[config.mk]
export PLATFORM = sky130hd
export DESIGN_NAME = ps2_keyboard_rx
export DESIGN_NICKNAME = d
export VERILOG_FILES = /design/src/ps2_pkg.sv /design/src/ps2_frame_receiver.sv /design/src/ps2_key_tracker.sv /design/src/ps2_ascii_map.sv /design/src/ps2_rx_output.sv /design/src/ps2_keyboard_rx.sv
export SDC_FILE = /design/constraint.sdc
export NUM_CORES = 1
export LEC_CHECK = 0
export ABC_CLOCK_PERIOD_IN_PS = 5900
export BUFFER_PORTS_ARGS = -buffer_cell sky130_fd_sc_hd__buf_2
export CORE_ASPECT_RATIO = 1.1
export CORE_MARGIN = 5
export CORE_UTILIZATION = 46
export CTS_CLUSTER_DIAMETER = 40
export DETAILED_ROUTE_END_ITERATION = 7
export PLACE_DENSITY = 0.65
export SYNTH_ARGS = -nofsm -noshare
export SYNTH_HDL_FRONTEND = slang
export SYNTH_SLANG_ARGS = --single-unit
[constraint.sdc]
create_clock -name clk -period 5.9 [get_ports clk]
set_input_delay 1.18 -clock clk [delete_from_list [all_inputs] [get_ports clk]]
set_output_delay 1.18 -clock clk [all_outputs]
set_load 0.005 [all_outputs]
[src/ps2_pkg.sv]
//------------------------------------------------
// PS/2 keyboard receiver shared definitions
// Scan-code and ASCII types, frame length and the
// special scan codes used by the key tracker
//------------------------------------------------

`default_nettype none

package ps2_pkg;

  //------------------------------------------------
  // Data types
  //------------------------------------------------

  typedef logic [7:0] scan_code_t;  // One set-2 scan code from the keyboard
  typedef logic [7:0] ascii_t;      // One translated ASCII character

  //------------------------------------------------
  // Serial frame
  //------------------------------------------------

  // Start bit, 8 data bits LSB first, odd parity, stop bit
  localparam int unsigned frame_bits = 11;

  //------------------------------------------------
  // Special scan codes
  //------------------------------------------------

  // Prefixes, held until the next real code arrives
  localparam scan_code_t extend_code  = 8'hE0;  // Extended key follows
  localparam scan_code_t release_code = 8'hF0;  // Key release follows

  // Modifier keys
  localparam scan_code_t left_shift_code  = 8'h12;
  localparam scan_code_t right_shift_code = 8'h59;
  localparam scan_code_t ctrl_code        = 8'h14;  // Left ctrl, right ctrl is E0 14
  localparam scan_code_t caps_lock_code   = 8'h58;  // Toggles on press only

endpackage

`default_nettype wire

[src/ps2_frame_receiver.sv]
//------------------------------------------------
// PS/2 frame receiver
// Synchronizes the keyboard lines, shifts in one
// 11-bit frame per keyboard clock falling edge and
// drops stalled partial frames after a timeout
//------------------------------------------------

`default_nettype none
`timescale 1ns/10ps

module ps2_frame_receiver #(
  parameter int unsigned watchdog_cycles = 2950  // Idle clk cycles before a partial frame is dropped
) (
  input  logic                 clk,
  input  logic                 reset,
  input  logic                 ps2_clk,      // Keyboard clock, idles high
  input  logic                 ps2_data,     // Keyboard data, idles high
  output logic                 frame_valid,  // One-cycle pulse at end of frame
  output ps2_pkg::scan_code_t  frame_code    // Data bits of the frame
);

  import ps2_pkg::*;

  localparam int unsigned count_w = $clog2(frame_bits + 1);
  localparam int unsigned wd_w    = $clog2(watchdog_cycles + 1);

  logic                  clk_meta;     // First sync stage
  logic                  clk_sync;     // Second sync stage
  logic                  clk_prev;     // Delayed copy for edge detect
  logic                  data_meta;
  logic                  data_sync;
  logic                  fall_edge;    // Keyboard clock high to low
  logic                  any_edge;     // Either keyboard clock transition
  logic [count_w-1:0]    bit_count;    // Bits taken in the current frame
  logic [frame_bits-1:0] shift_q;      // Stop bit ends up on top
  logic [wd_w-1:0]       wd_count;     // Cycles since last keyboard clock edge
  logic                  wd_done;

  //------------------------------------------------
  // Input synchronizers
  //------------------------------------------------

  // Reset to the idle level so no false edge shows up after reset
  always_ff @(posedge clk) begin
    if (reset) begin
      clk_meta  <= 1'b1;
      clk_sync  <= 1'b1;
      clk_prev  <= 1'b1;
      data_meta <= 1'b1;
      data_sync <= 1'b1;
    end else begin
      clk_meta  <= ps2_clk;
      clk_sync  <= clk_meta;
      clk_prev  <= clk_sync;
      data_meta <= ps2_data;   // Same depth as the clock path
      data_sync <= data_meta;
    end
  end

  assign fall_edge = clk_prev & ~clk_sync;
  assign any_edge  = clk_prev ^ clk_sync;

  //------------------------------------------------
  // Bit counter and shift register
  //------------------------------------------------

  // Frame done once the 11th bit has been counted
  assign frame_valid = (bit_count == count_w'(frame_bits));

  always_ff @(posedge clk) begin
    if (reset || frame_valid) begin
      bit_count <= '0;                      // Restart for the next frame
    end else if (wd_done && clk_sync) begin
      bit_count <= '0;                      // Line idle too long, drop partial frame
    end else if (fall_edge) begin
      bit_count <= bit_count + 1'b1;
    end
  end

  // LSB arrives first, so shift in from the top
  always_ff @(posedge clk) begin
    if (fall_edge) begin
      shift_q <= {data_sync, shift_q[frame_bits-1:1]};
    end
  end

  assign frame_code = shift_q[8:1];  // Skip start bit, drop parity and stop

  //------------------------------------------------
  // Inactivity watchdog
  //------------------------------------------------

  assign wd_done = (wd_count == wd_w'(watchdog_cycles));

  // Restarts on every keyboard clock edge, saturates when done
  always_ff @(posedge clk) begin
    if (reset || any_edge) begin
      wd_count <= '0;
    end else if (!wd_done) begin
      wd_count <= wd_count + 1'b1;
    end
  end

  //------------------------------------------------
  // Checks
  //------------------------------------------------

  // Counter restarts straight after a frame
  frame_valid_single: assert property (
    @(posedge clk) disable iff (reset) frame_valid |=> !frame_valid
  );

  // Frame never runs past its length
  bit_count_bound: assert property (
    @(posedge clk) disable iff (reset) bit_count <= count_w'(frame_bits)
  );

endmodule

`default_nettype wire

[src/ps2_key_tracker.sv]
//------------------------------------------------
// PS/2 key tracker
// Holds extend and release prefixes, tracks shift,
// ctrl and caps lock, and decides which frames
// produce a key result
//------------------------------------------------

`default_nettype none
`timescale 1ns/10ps

module ps2_key_tracker #(
  parameter bit trap_shift_keys = 1'b0  // 1 hides shift keys from the output
) (
  input  logic                 clk,
  input  logic                 reset,
  input  logic                 frame_valid,
  input  ps2_pkg::scan_code_t  frame_code,
  output logic                 key_strobe,     // Frame is a key for the output stage
  output logic                 hold_extended,  // E0 seen before this key
  output logic                 hold_released,  // F0 seen before this key
  output logic                 shift_on,
  output logic                 caps_lock,
  output logic                 ctrl_on
);

  import ps2_pkg::*;

  logic is_extend;
  logic is_release;
  logic is_prefix;
  logic is_shift;
  logic key_event;     // Any real key code, clears the prefix holds
  logic left_shift;
  logic right_shift;

  //------------------------------------------------
  // Code decode
  //------------------------------------------------

  assign is_extend  = (frame_code == extend_code);
  assign is_release = (frame_code == release_code);
  assign is_prefix  = is_extend | is_release;
  assign is_shift   = (frame_code == left_shift_code) | (frame_code == right_shift_code);

  assign key_event  = frame_valid & ~is_prefix;
  // Trapped shift keys still update state, they just give no result
  assign key_strobe = key_event & ~(trap_shift_keys & is_shift);

  //------------------------------------------------
  // Prefix holds
  //------------------------------------------------

  always_ff @(posedge clk) begin
    if (reset || key_event) begin
      hold_extended <= 1'b0;               // Used up by this key
      hold_released <= 1'b0;
    end else if (frame_valid) begin
      if (is_extend)  hold_extended <= 1'b1;
      if (is_release) hold_released <= 1'b1;  // E0 F0 keeps both
    end
  end

  //------------------------------------------------
  // Modifier state
  //------------------------------------------------

  // Press sets, press with release prefix clears
  always_ff @(posedge clk) begin
    if (reset) begin
      left_shift  <= 1'b0;
      right_shift <= 1'b0;
      ctrl_on     <= 1'b0;
    end else if (frame_valid) begin
      if (frame_code == left_shift_code)  left_shift  <= ~hold_released;
      if (frame_code == right_shift_code) right_shift <= ~hold_released;
      if (frame_code == ctrl_code)        ctrl_on     <= ~hold_released;  // Left or right ctrl
    end
  end

  // Caps lock flips on each press, release is ignored
  always_ff @(posedge clk) begin
    if (reset) begin
      caps_lock <= 1'b0;
    end else if (frame_valid && frame_code == caps_lock_code && !hold_released) begin
      caps_lock <= ~caps_lock;
    end
  end

  assign shift_on = left_shift | right_shift;

  //------------------------------------------------
  // Checks
  //------------------------------------------------

  // Prefix bytes give no result and are held for the next key
  strobe_not_prefix: assert property (
    @(posedge clk) disable iff (reset)
      frame_valid && (frame_code == extend_code || frame_code == release_code)
        |-> !key_strobe ##1 (hold_extended || hold_released)
  );

endmodule

`default_nettype wire

[src/ps2_ascii_map.sv]
//------------------------------------------------
// PS/2 scan code to ASCII map
// Reduced set-2 table: letters, digits, a few
// control keys and ctrl-C, everything else 00
//------------------------------------------------

`default_nettype none
`timescale 1ns/10ps

module ps2_ascii_map (
  input  ps2_pkg::scan_code_t  frame_code,
  input  logic                 shift_on,   // State held before this frame
  input  logic                 caps_lock,
  input  logic                 ctrl_on,
  output ps2_pkg::ascii_t      ascii_code
);

  import ps2_pkg::*;

  logic upper;  // Letters go upper case

  assign upper = shift_on | caps_lock;

  // Table holds upper case, lower case is bit 5 set
  function automatic ascii_t letter(input ascii_t upper_ch, input logic up);
    letter = up ? upper_ch : (upper_ch | 8'h20);
  endfunction

  always_comb begin
    case (frame_code)
      //------------------------------------------------
      // Control keys, not affected by modifiers
      //------------------------------------------------
      8'h66: ascii_code = 8'h08;  // Backspace
      8'h0D: ascii_code = 8'h09;  // Tab
      8'h5A: ascii_code = 8'h0D;  // Enter
      8'h76: ascii_code = 8'h1B;  // Escape
      8'h29: ascii_code = 8'h20;  // Space
      8'h71: ascii_code = 8'h7F;  // Delete, also keypad DEL
      //------------------------------------------------
      // Digits, shift gives symbols on 1 to 5 only
      //------------------------------------------------
      8'h45: ascii_code = 8'h30;                       // 0
      8'h16: ascii_code = shift_on ? 8'h21 : 8'h31;    // 1 !
      8'h1E: ascii_code = shift_on ? 8'h40 : 8'h32;    // 2 @
      8'h26: ascii_code = shift_on ? 8'h23 : 8'h33;    // 3 #
      8'h25: ascii_code = shift_on ? 8'h24 : 8'h34;    // 4 $
      8'h2E: ascii_code = shift_on ? 8'h25 : 8'h35;    // 5 %
      8'h36: ascii_code = 8'h36;                       // 6
      8'h3D: ascii_code = 8'h37;                       // 7
      8'h3E: ascii_code = 8'h38;                       // 8
      8'h46: ascii_code = 8'h39;                       // 9
      //------------------------------------------------
      // Letters
      //------------------------------------------------
      8'h1C: ascii_code = letter(8'h41, upper);  // A
      8'h32: ascii_code = letter(8'h42, upper);  // B
      // Ctrl wins over case
      8'h21: ascii_code = ctrl_on ? 8'h03 : letter(8'h43, upper);
      8'h23: ascii_code = letter(8'h44, upper);  // D
      8'h24: ascii_code = letter(8'h45, upper);  // E
      8'h2B: ascii_code = letter(8'h46, upper);  // F
      8'h34: ascii_code = letter(8'h47, upper);  // G
      8'h33: ascii_code = letter(8'h48, upper);  // H
      8'h43: ascii_code = letter(8'h49, upper);  // I
      8'h3B: ascii_code = letter(8'h4A, upper);  // J
      8'h42: ascii_code = letter(8'h4B, upper);  // K
      8'h4B: ascii_code = letter(8'h4C, upper);  // L
      8'h3A: ascii_code = letter(8'h4D, upper);  // M
      8'h31: ascii_code = letter(8'h4E, upper);  // N
      8'h44: ascii_code = letter(8'h4F, upper);  // O
      8'h4D: ascii_code = letter(8'h50, upper);  // P
      8'h15: ascii_code = letter(8'h51, upper);  // Q
      8'h2D: ascii_code = letter(8'h52, upper);  // R
      8'h1B: ascii_code = letter(8'h53, upper);  // S
      8'h2C: ascii_code = letter(8'h54, upper);  // T
      8'h3C: ascii_code = letter(8'h55, upper);  // U
      8'h2A: ascii_code = letter(8'h56, upper);  // V
      8'h1D: ascii_code = letter(8'h57, upper);  // W
      8'h22: ascii_code = letter(8'h58, upper);  // X
      8'h35: ascii_code = letter(8'h59, upper);  // Y
      8'h1A: ascii_code = letter(8'h5A, upper);  // Z
      default: ascii_code = 8'h00;               // Not in the table
    endcase
  end

endmodule

`default_nettype wire

[src/ps2_rx_output.sv]
//------------------------------------------------
// PS/2 receiver output stage
// Registers each key result and runs the
// data-ready / read handshake with the host
//------------------------------------------------

`default_nettype none
`timescale 1ns/10ps

module ps2_rx_output (
  input  logic                 clk,
  input  logic                 reset,
  input  logic                 key_strobe,
  input  logic                 hold_extended,
  input  logic                 hold_released,
  input  ps2_pkg::scan_code_t  frame_code,
  input  ps2_pkg::ascii_t      ascii_code,
  input  logic                 read,          // Host has taken the result
  output ps2_pkg::scan_code_t  scan_code,
  output ps2_pkg::ascii_t      ascii,
  output logic                 key_extended,
  output logic                 key_released,
  output logic                 data_ready
);

  import ps2_pkg::*;

  typedef enum logic {
    st_empty,   // Waiting for a key
    st_ready    // Result held for the host
  } state_t;

  state_t state;

  // Result registers, a new key simply overwrites
  always_ff @(posedge clk) begin
    if (reset) begin
      scan_code    <= '0;
      ascii        <= '0;
      key_extended <= 1'b0;
      key_released <= 1'b0;
    end else if (key_strobe) begin
      scan_code    <= frame_code;
      ascii        <= ascii_code;
      key_extended <= hold_extended;
      key_released <= hold_released;
    end
  end

  // New key beats a read in the same cycle
  always_ff @(posedge clk) begin
    if (reset) begin
      state <= st_empty;
    end else if (key_strobe) begin
      state <= st_ready;
    end else if (state == st_ready && read) begin
      state <= st_empty;
    end
  end

  assign data_ready = (state == st_ready);

  // Host handshake: only a read takes the result away
  ready_held_until_read: assert property (
    @(posedge clk) disable iff (reset) $fell(data_ready) |-> $past(read)
  );

endmodule

`default_nettype wire

[src/ps2_keyboard_rx.sv]
//------------------------------------------------
// PS/2 keyboard receiver top level
// Frame receiver, key tracker, ASCII map and
// output stage with a ready / read handshake
//------------------------------------------------

`default_nettype none
`timescale 1ns/10ps

module ps2_keyboard_rx #(
  parameter int unsigned watchdog_cycles = 2950,  // About 60 us at 49.152 MHz
  parameter bit          trap_shift_keys = 1'b0   // 1 hides shift keys from the output
) (
  input  logic                 clk,
  input  logic                 reset,
  input  logic                 ps2_clk,
  input  logic                 ps2_data,
  input  logic                 read,
  output ps2_pkg::scan_code_t  scan_code,
  output ps2_pkg::ascii_t      ascii,
  output logic                 key_extended,
  output logic                 key_released,
  output logic                 shift_on,
  output logic                 caps_lock,
  output logic                 data_ready
);

  import ps2_pkg::*;

  logic       frame_valid;
  scan_code_t frame_code;
  logic       key_strobe;
  logic       hold_extended;
  logic       hold_released;
  logic       ctrl_on;
  ascii_t     ascii_code;

  // Serial line to scan code
  ps2_frame_receiver #(
    .watchdog_cycles (watchdog_cycles)
  ) u_frame_receiver (
    .clk         (clk),
    .reset       (reset),
    .ps2_clk     (ps2_clk),
    .ps2_data    (ps2_data),
    .frame_valid (frame_valid),
    .frame_code  (frame_code)
  );

  // Prefixes and modifiers
  ps2_key_tracker #(
    .trap_shift_keys (trap_shift_keys)
  ) u_key_tracker (
    .clk           (clk),
    .reset         (reset),
    .frame_valid   (frame_valid),
    .frame_code    (frame_code),
    .key_strobe    (key_strobe),
    .hold_extended (hold_extended),
    .hold_released (hold_released),
    .shift_on      (shift_on),
    .caps_lock     (caps_lock),
    .ctrl_on       (ctrl_on)
  );

  // Uses modifier state from before this frame
  ps2_ascii_map u_ascii_map (
    .frame_code (frame_code),
    .shift_on   (shift_on),
    .caps_lock  (caps_lock),
    .ctrl_on    (ctrl_on),
    .ascii_code (ascii_code)
  );

  ps2_rx_output u_rx_output (
    .clk           (clk),
    .reset         (reset),
    .key_strobe    (key_strobe),
    .hold_extended (hold_extended),
    .hold_released (hold_released),
    .frame_code    (frame_code),
    .ascii_code    (ascii_code),
    .read          (read),
    .scan_code     (scan_code),
    .ascii         (ascii),
    .key_extended  (key_extended),
    .key_released  (key_released),
    .data_ready    (data_ready)
  );

endmodule

`default_nettype wire

==> results_dict.tcl <==
set metrics [dict create \
    status "finished clean" \
    ys.flop_type "dfxtp_1" \
    routedWlPerCell_um 15.98 \
    vias 2759 \
    worstHoldPathType "register to register" \
    peakVddDrop_v 0.0001584 \
    switching_share_pct 21.52 \
    cts_sinks 55 \
    final_nets 391 \
    io_buffers 24 \
    fin_crit_ns 2.970 \
    placed_area_um2 3192 \
    slew_viol_final 0 \
    met1_usage_pct 26.41 \
    io-pin-count 26 \
    postRouteAntennaNets 0 \
    drt_iter0_drc 341 \
    htree_num_levels 2 \
    grt_util_all_layers_pct 18.23 \
    relSlewSlack_pct 29.84 \
    worstPathArrival_ns 3.16 \
    register_area_um2 1201 \
    synth_area_leader_cell "dfxtp_1" \
    yosysMostFrequentCell "nor2_1" \
    netSwitchingPower_uw 157.0 \
    die_y_um 95.85 \
    worst_clock_skew_ns 0.009348 \
    p_total_uw 729.8 \
    row_count 31 \
    worst_setup_path_start_kind "register" \
    clkPwrFrac_pct 40.7 \
    grt_pass1_wl_um 12340 \
    p_leak_nw 1.183 \
    synthArstFlopShare_pct 0 \
    fin_setup_tns_ns 0 \
    p_seq_share_pct 54.5 \
    rsz0062_at_grt "false" \
    yosys.area.top_type_share_pct 29.23 \
    final_cell_area_um2 3332 \
    ctsHoldBuffers 0 \
    crit_required_ns 6.09 \
    finalCritPeriodShare_pct 50.33 \
    layout.cells.non_filler 465 \
    seq_area_frac_synth_pct 38.98 \
    cp-end-kind "register" \
    cts_resized 0 \
    placed_cells 457 \
    grt_util_met2_pct 27.70 \
    cts-root-buf "clkbuf_8" \
    internal_power_uw 572.7 \
    synthTopCellsByCount "47 x nor2_1, 45 x dfxtp_1, 44 x nand2_1" \
    ys_seq_elements 55 \
    multi_input_area_um2 1712 \
    place.gp.congestion 0.9917 \
    fmax_ghz 0.3367 \
    cts_tree "yes" \
    grt_max_degree 35 \
    tightest_slew_ns 1.052 \
    final_util_pct 50.83 \
    overflow 0 \
    firstDrtPassIters 5 \
    areaGrowthSynthToFinish_pct 8.120 \
    synth.area.top_cells "dfxtp_1 29%, edfxtp_1 9.7%, nor2_1 5.7%, nand2_1 5.4%, mux2i_1 3.6%" \
    syn-num-nets 383 \
    gr-usage-met3_pct 3.253 \
    antenna_found_initial 0 \
    avgSynthCellArea_um2 8.240 \
    initial_utilization_pct 47.01 \
    synth_cell_types 57 \
    clk_pin_slew_ns 0.10 \
    power_frac_comb_pct 4.8 \
    clk_latency_ns 0.31 \
    yosysWarnings 0 \
    finalSetupViolCount 0 \
    syn_inst 374 \
    hold_viol 0 \
    worstSetupPathType "register to register" \
    synth_edf_count 10 \
    nFillCells 613 \
    drc 0 \
    post-cts-setup-buffers 0 \
    grt_pass1_vias 2451 \
    coreArea_um2 6555 \
    cts_buffer_depth 2 \
    power.density_nw_per_um2 219.0 \
    syn_area_um2 3082 \
    fp.dieArea_um2 8438 \
    n_antenna_cell 0 \
    viasPerCell 5.933 \
    dp_hpwl_um 5286 \
    maxCapViolations 0 \
    grt_busiest_layer "met2" \
    totalWireLength_um 7429 \
    die_w_um 88.04 \
    cts_buffers 5 \
    drive_gt1_share_pct 12.27 \
    cp_max_fo 34 \
]
==> power groups by stage <==
stage | registers, mW | clock network, mW | logic [mW]
final | 0.398 | 0.297 | 0.0347
after global routing | 0.399 | 0.322 | 0.0394
after CTS | 0.398 | 0.305 | 0.0345
after detailed placement | 0.406 | 0 | 0.0344
after global placement | 0.406 | 0 | 0.0341
after floorplan | 0.399 | 0 | 0.0339
==> stage by stage <==
step                      hold slack, ns  setup WS (ns)
after floorplan                   0.3855          3.744
after global placement            0.3918          3.031
after detailed placement          0.4004          3.075
after CTS                         0.4270          3.038
after global routing              0.4359          2.645
final                             0.4216          2.930
==> worst max-delay path: stages, from the launching register on <==
cell       delay [ns]
edfxtp_1         1.06
nor4bb_1         0.20
a22oi_1          0.31
o2111ai_1        0.22
nor4_2           0.32
o211ai_1         0.19
a2111oi_0        0.45
o21ai_1          0.10
==> final timing paths <==
path	from	end	slack, ns	cells after the start
hold / removal	u_frame_receiver.data_sync	u_frame_receiver.shift_q[10]	0.42	0
hold reg to reg	u_frame_receiver.data_sync	u_frame_receiver.shift_q[10]	0.42	0
setup reg to reg	u_frame_receiver.shift_q[4]	u_rx_output.ascii[5]	2.93	7
setup / recovery	u_frame_receiver.shift_q[4]	u_rx_output.ascii[5]	2.93	7
==> routing by layer <==
metal  vias to the layer above  wire length [µm]
met5                         -                 0
li1                       1354                 -
met4                         0               153
met2                       128              3341
met1                      1260              3358
met3                        17               576
==> layout by cell type, fill, tap and decap left out, drive strengths merged, types with 6 or more instances in the layout <==
| cell type | instances |
|---|---|
| nor2 | 47 |
| dfxtp | 45 |
| nand2 | 44 |
| buf | 26 |
| o21ai | 25 |
| nor3 | 17 |
| a21oi | 16 |
| nand3 | 14 |
| nand4 | 12 |
| inv | 12 |
| mux2i | 11 |
| edfxtp | 10 |
| nor2b | 8 |
| xnor2 | 7 |
| nor4b | 7 |
| nand2b | 6 |
| or2 | 6 |
==> cell type report <==
class                   instances  area share [%]
clock inverters                 3           2.140
repair buffers                 26           4.056
flip-flops and latches         55           36.05
multi-input cells             283           51.37
inverters                      11           1.239
clock buffers                   5           2.065
well taps                      82           3.079
==> cells by family after synthesis <==
kind of cell	count (synthesis)	synth area share [%]
adder cells (fa/ha/maj)	4	1.624
buffers and inverters	36	5.481
flip-flops	55	38.98
AND/OR/NAND/NOR	185	31.67
XOR/XNOR	12	3.410
AO/OA/AOI/OAI	70	15.15
other	1	0.1217
multiplexers	11	3.573
==> state kept, by name (all words and copies together) (netlist names) <==
| signal | cells |
|---|---|
| u_frame_receiver.wd_count | 12 |
| u_frame_receiver.shift_q | 10 |
| u_rx_output.scan_code | 8 |
| u_rx_output.ascii | 7 |
| u_frame_receiver.bit_count | 4 |
| u_frame_receiver.clk_meta | 1 |
| u_frame_receiver.clk_prev | 1 |
| u_frame_receiver.clk_sync | 1 |
| u_frame_receiver.data_meta | 1 |
| u_frame_receiver.data_sync | 1 |
| u_key_tracker.caps_lock | 1 |
| u_key_tracker.ctrl_on | 1 |
| u_key_tracker.hold_extended | 1 |
| u_key_tracker.hold_released | 1 |
| u_key_tracker.left_shift | 1 |
| u_key_tracker.right_shift | 1 |
| u_rx_output.data_ready | 1 |
| u_rx_output.key_extended | 1 |
| u_rx_output.key_released | 1 |
Note: power is estimated with default switching activity, not from simulation.
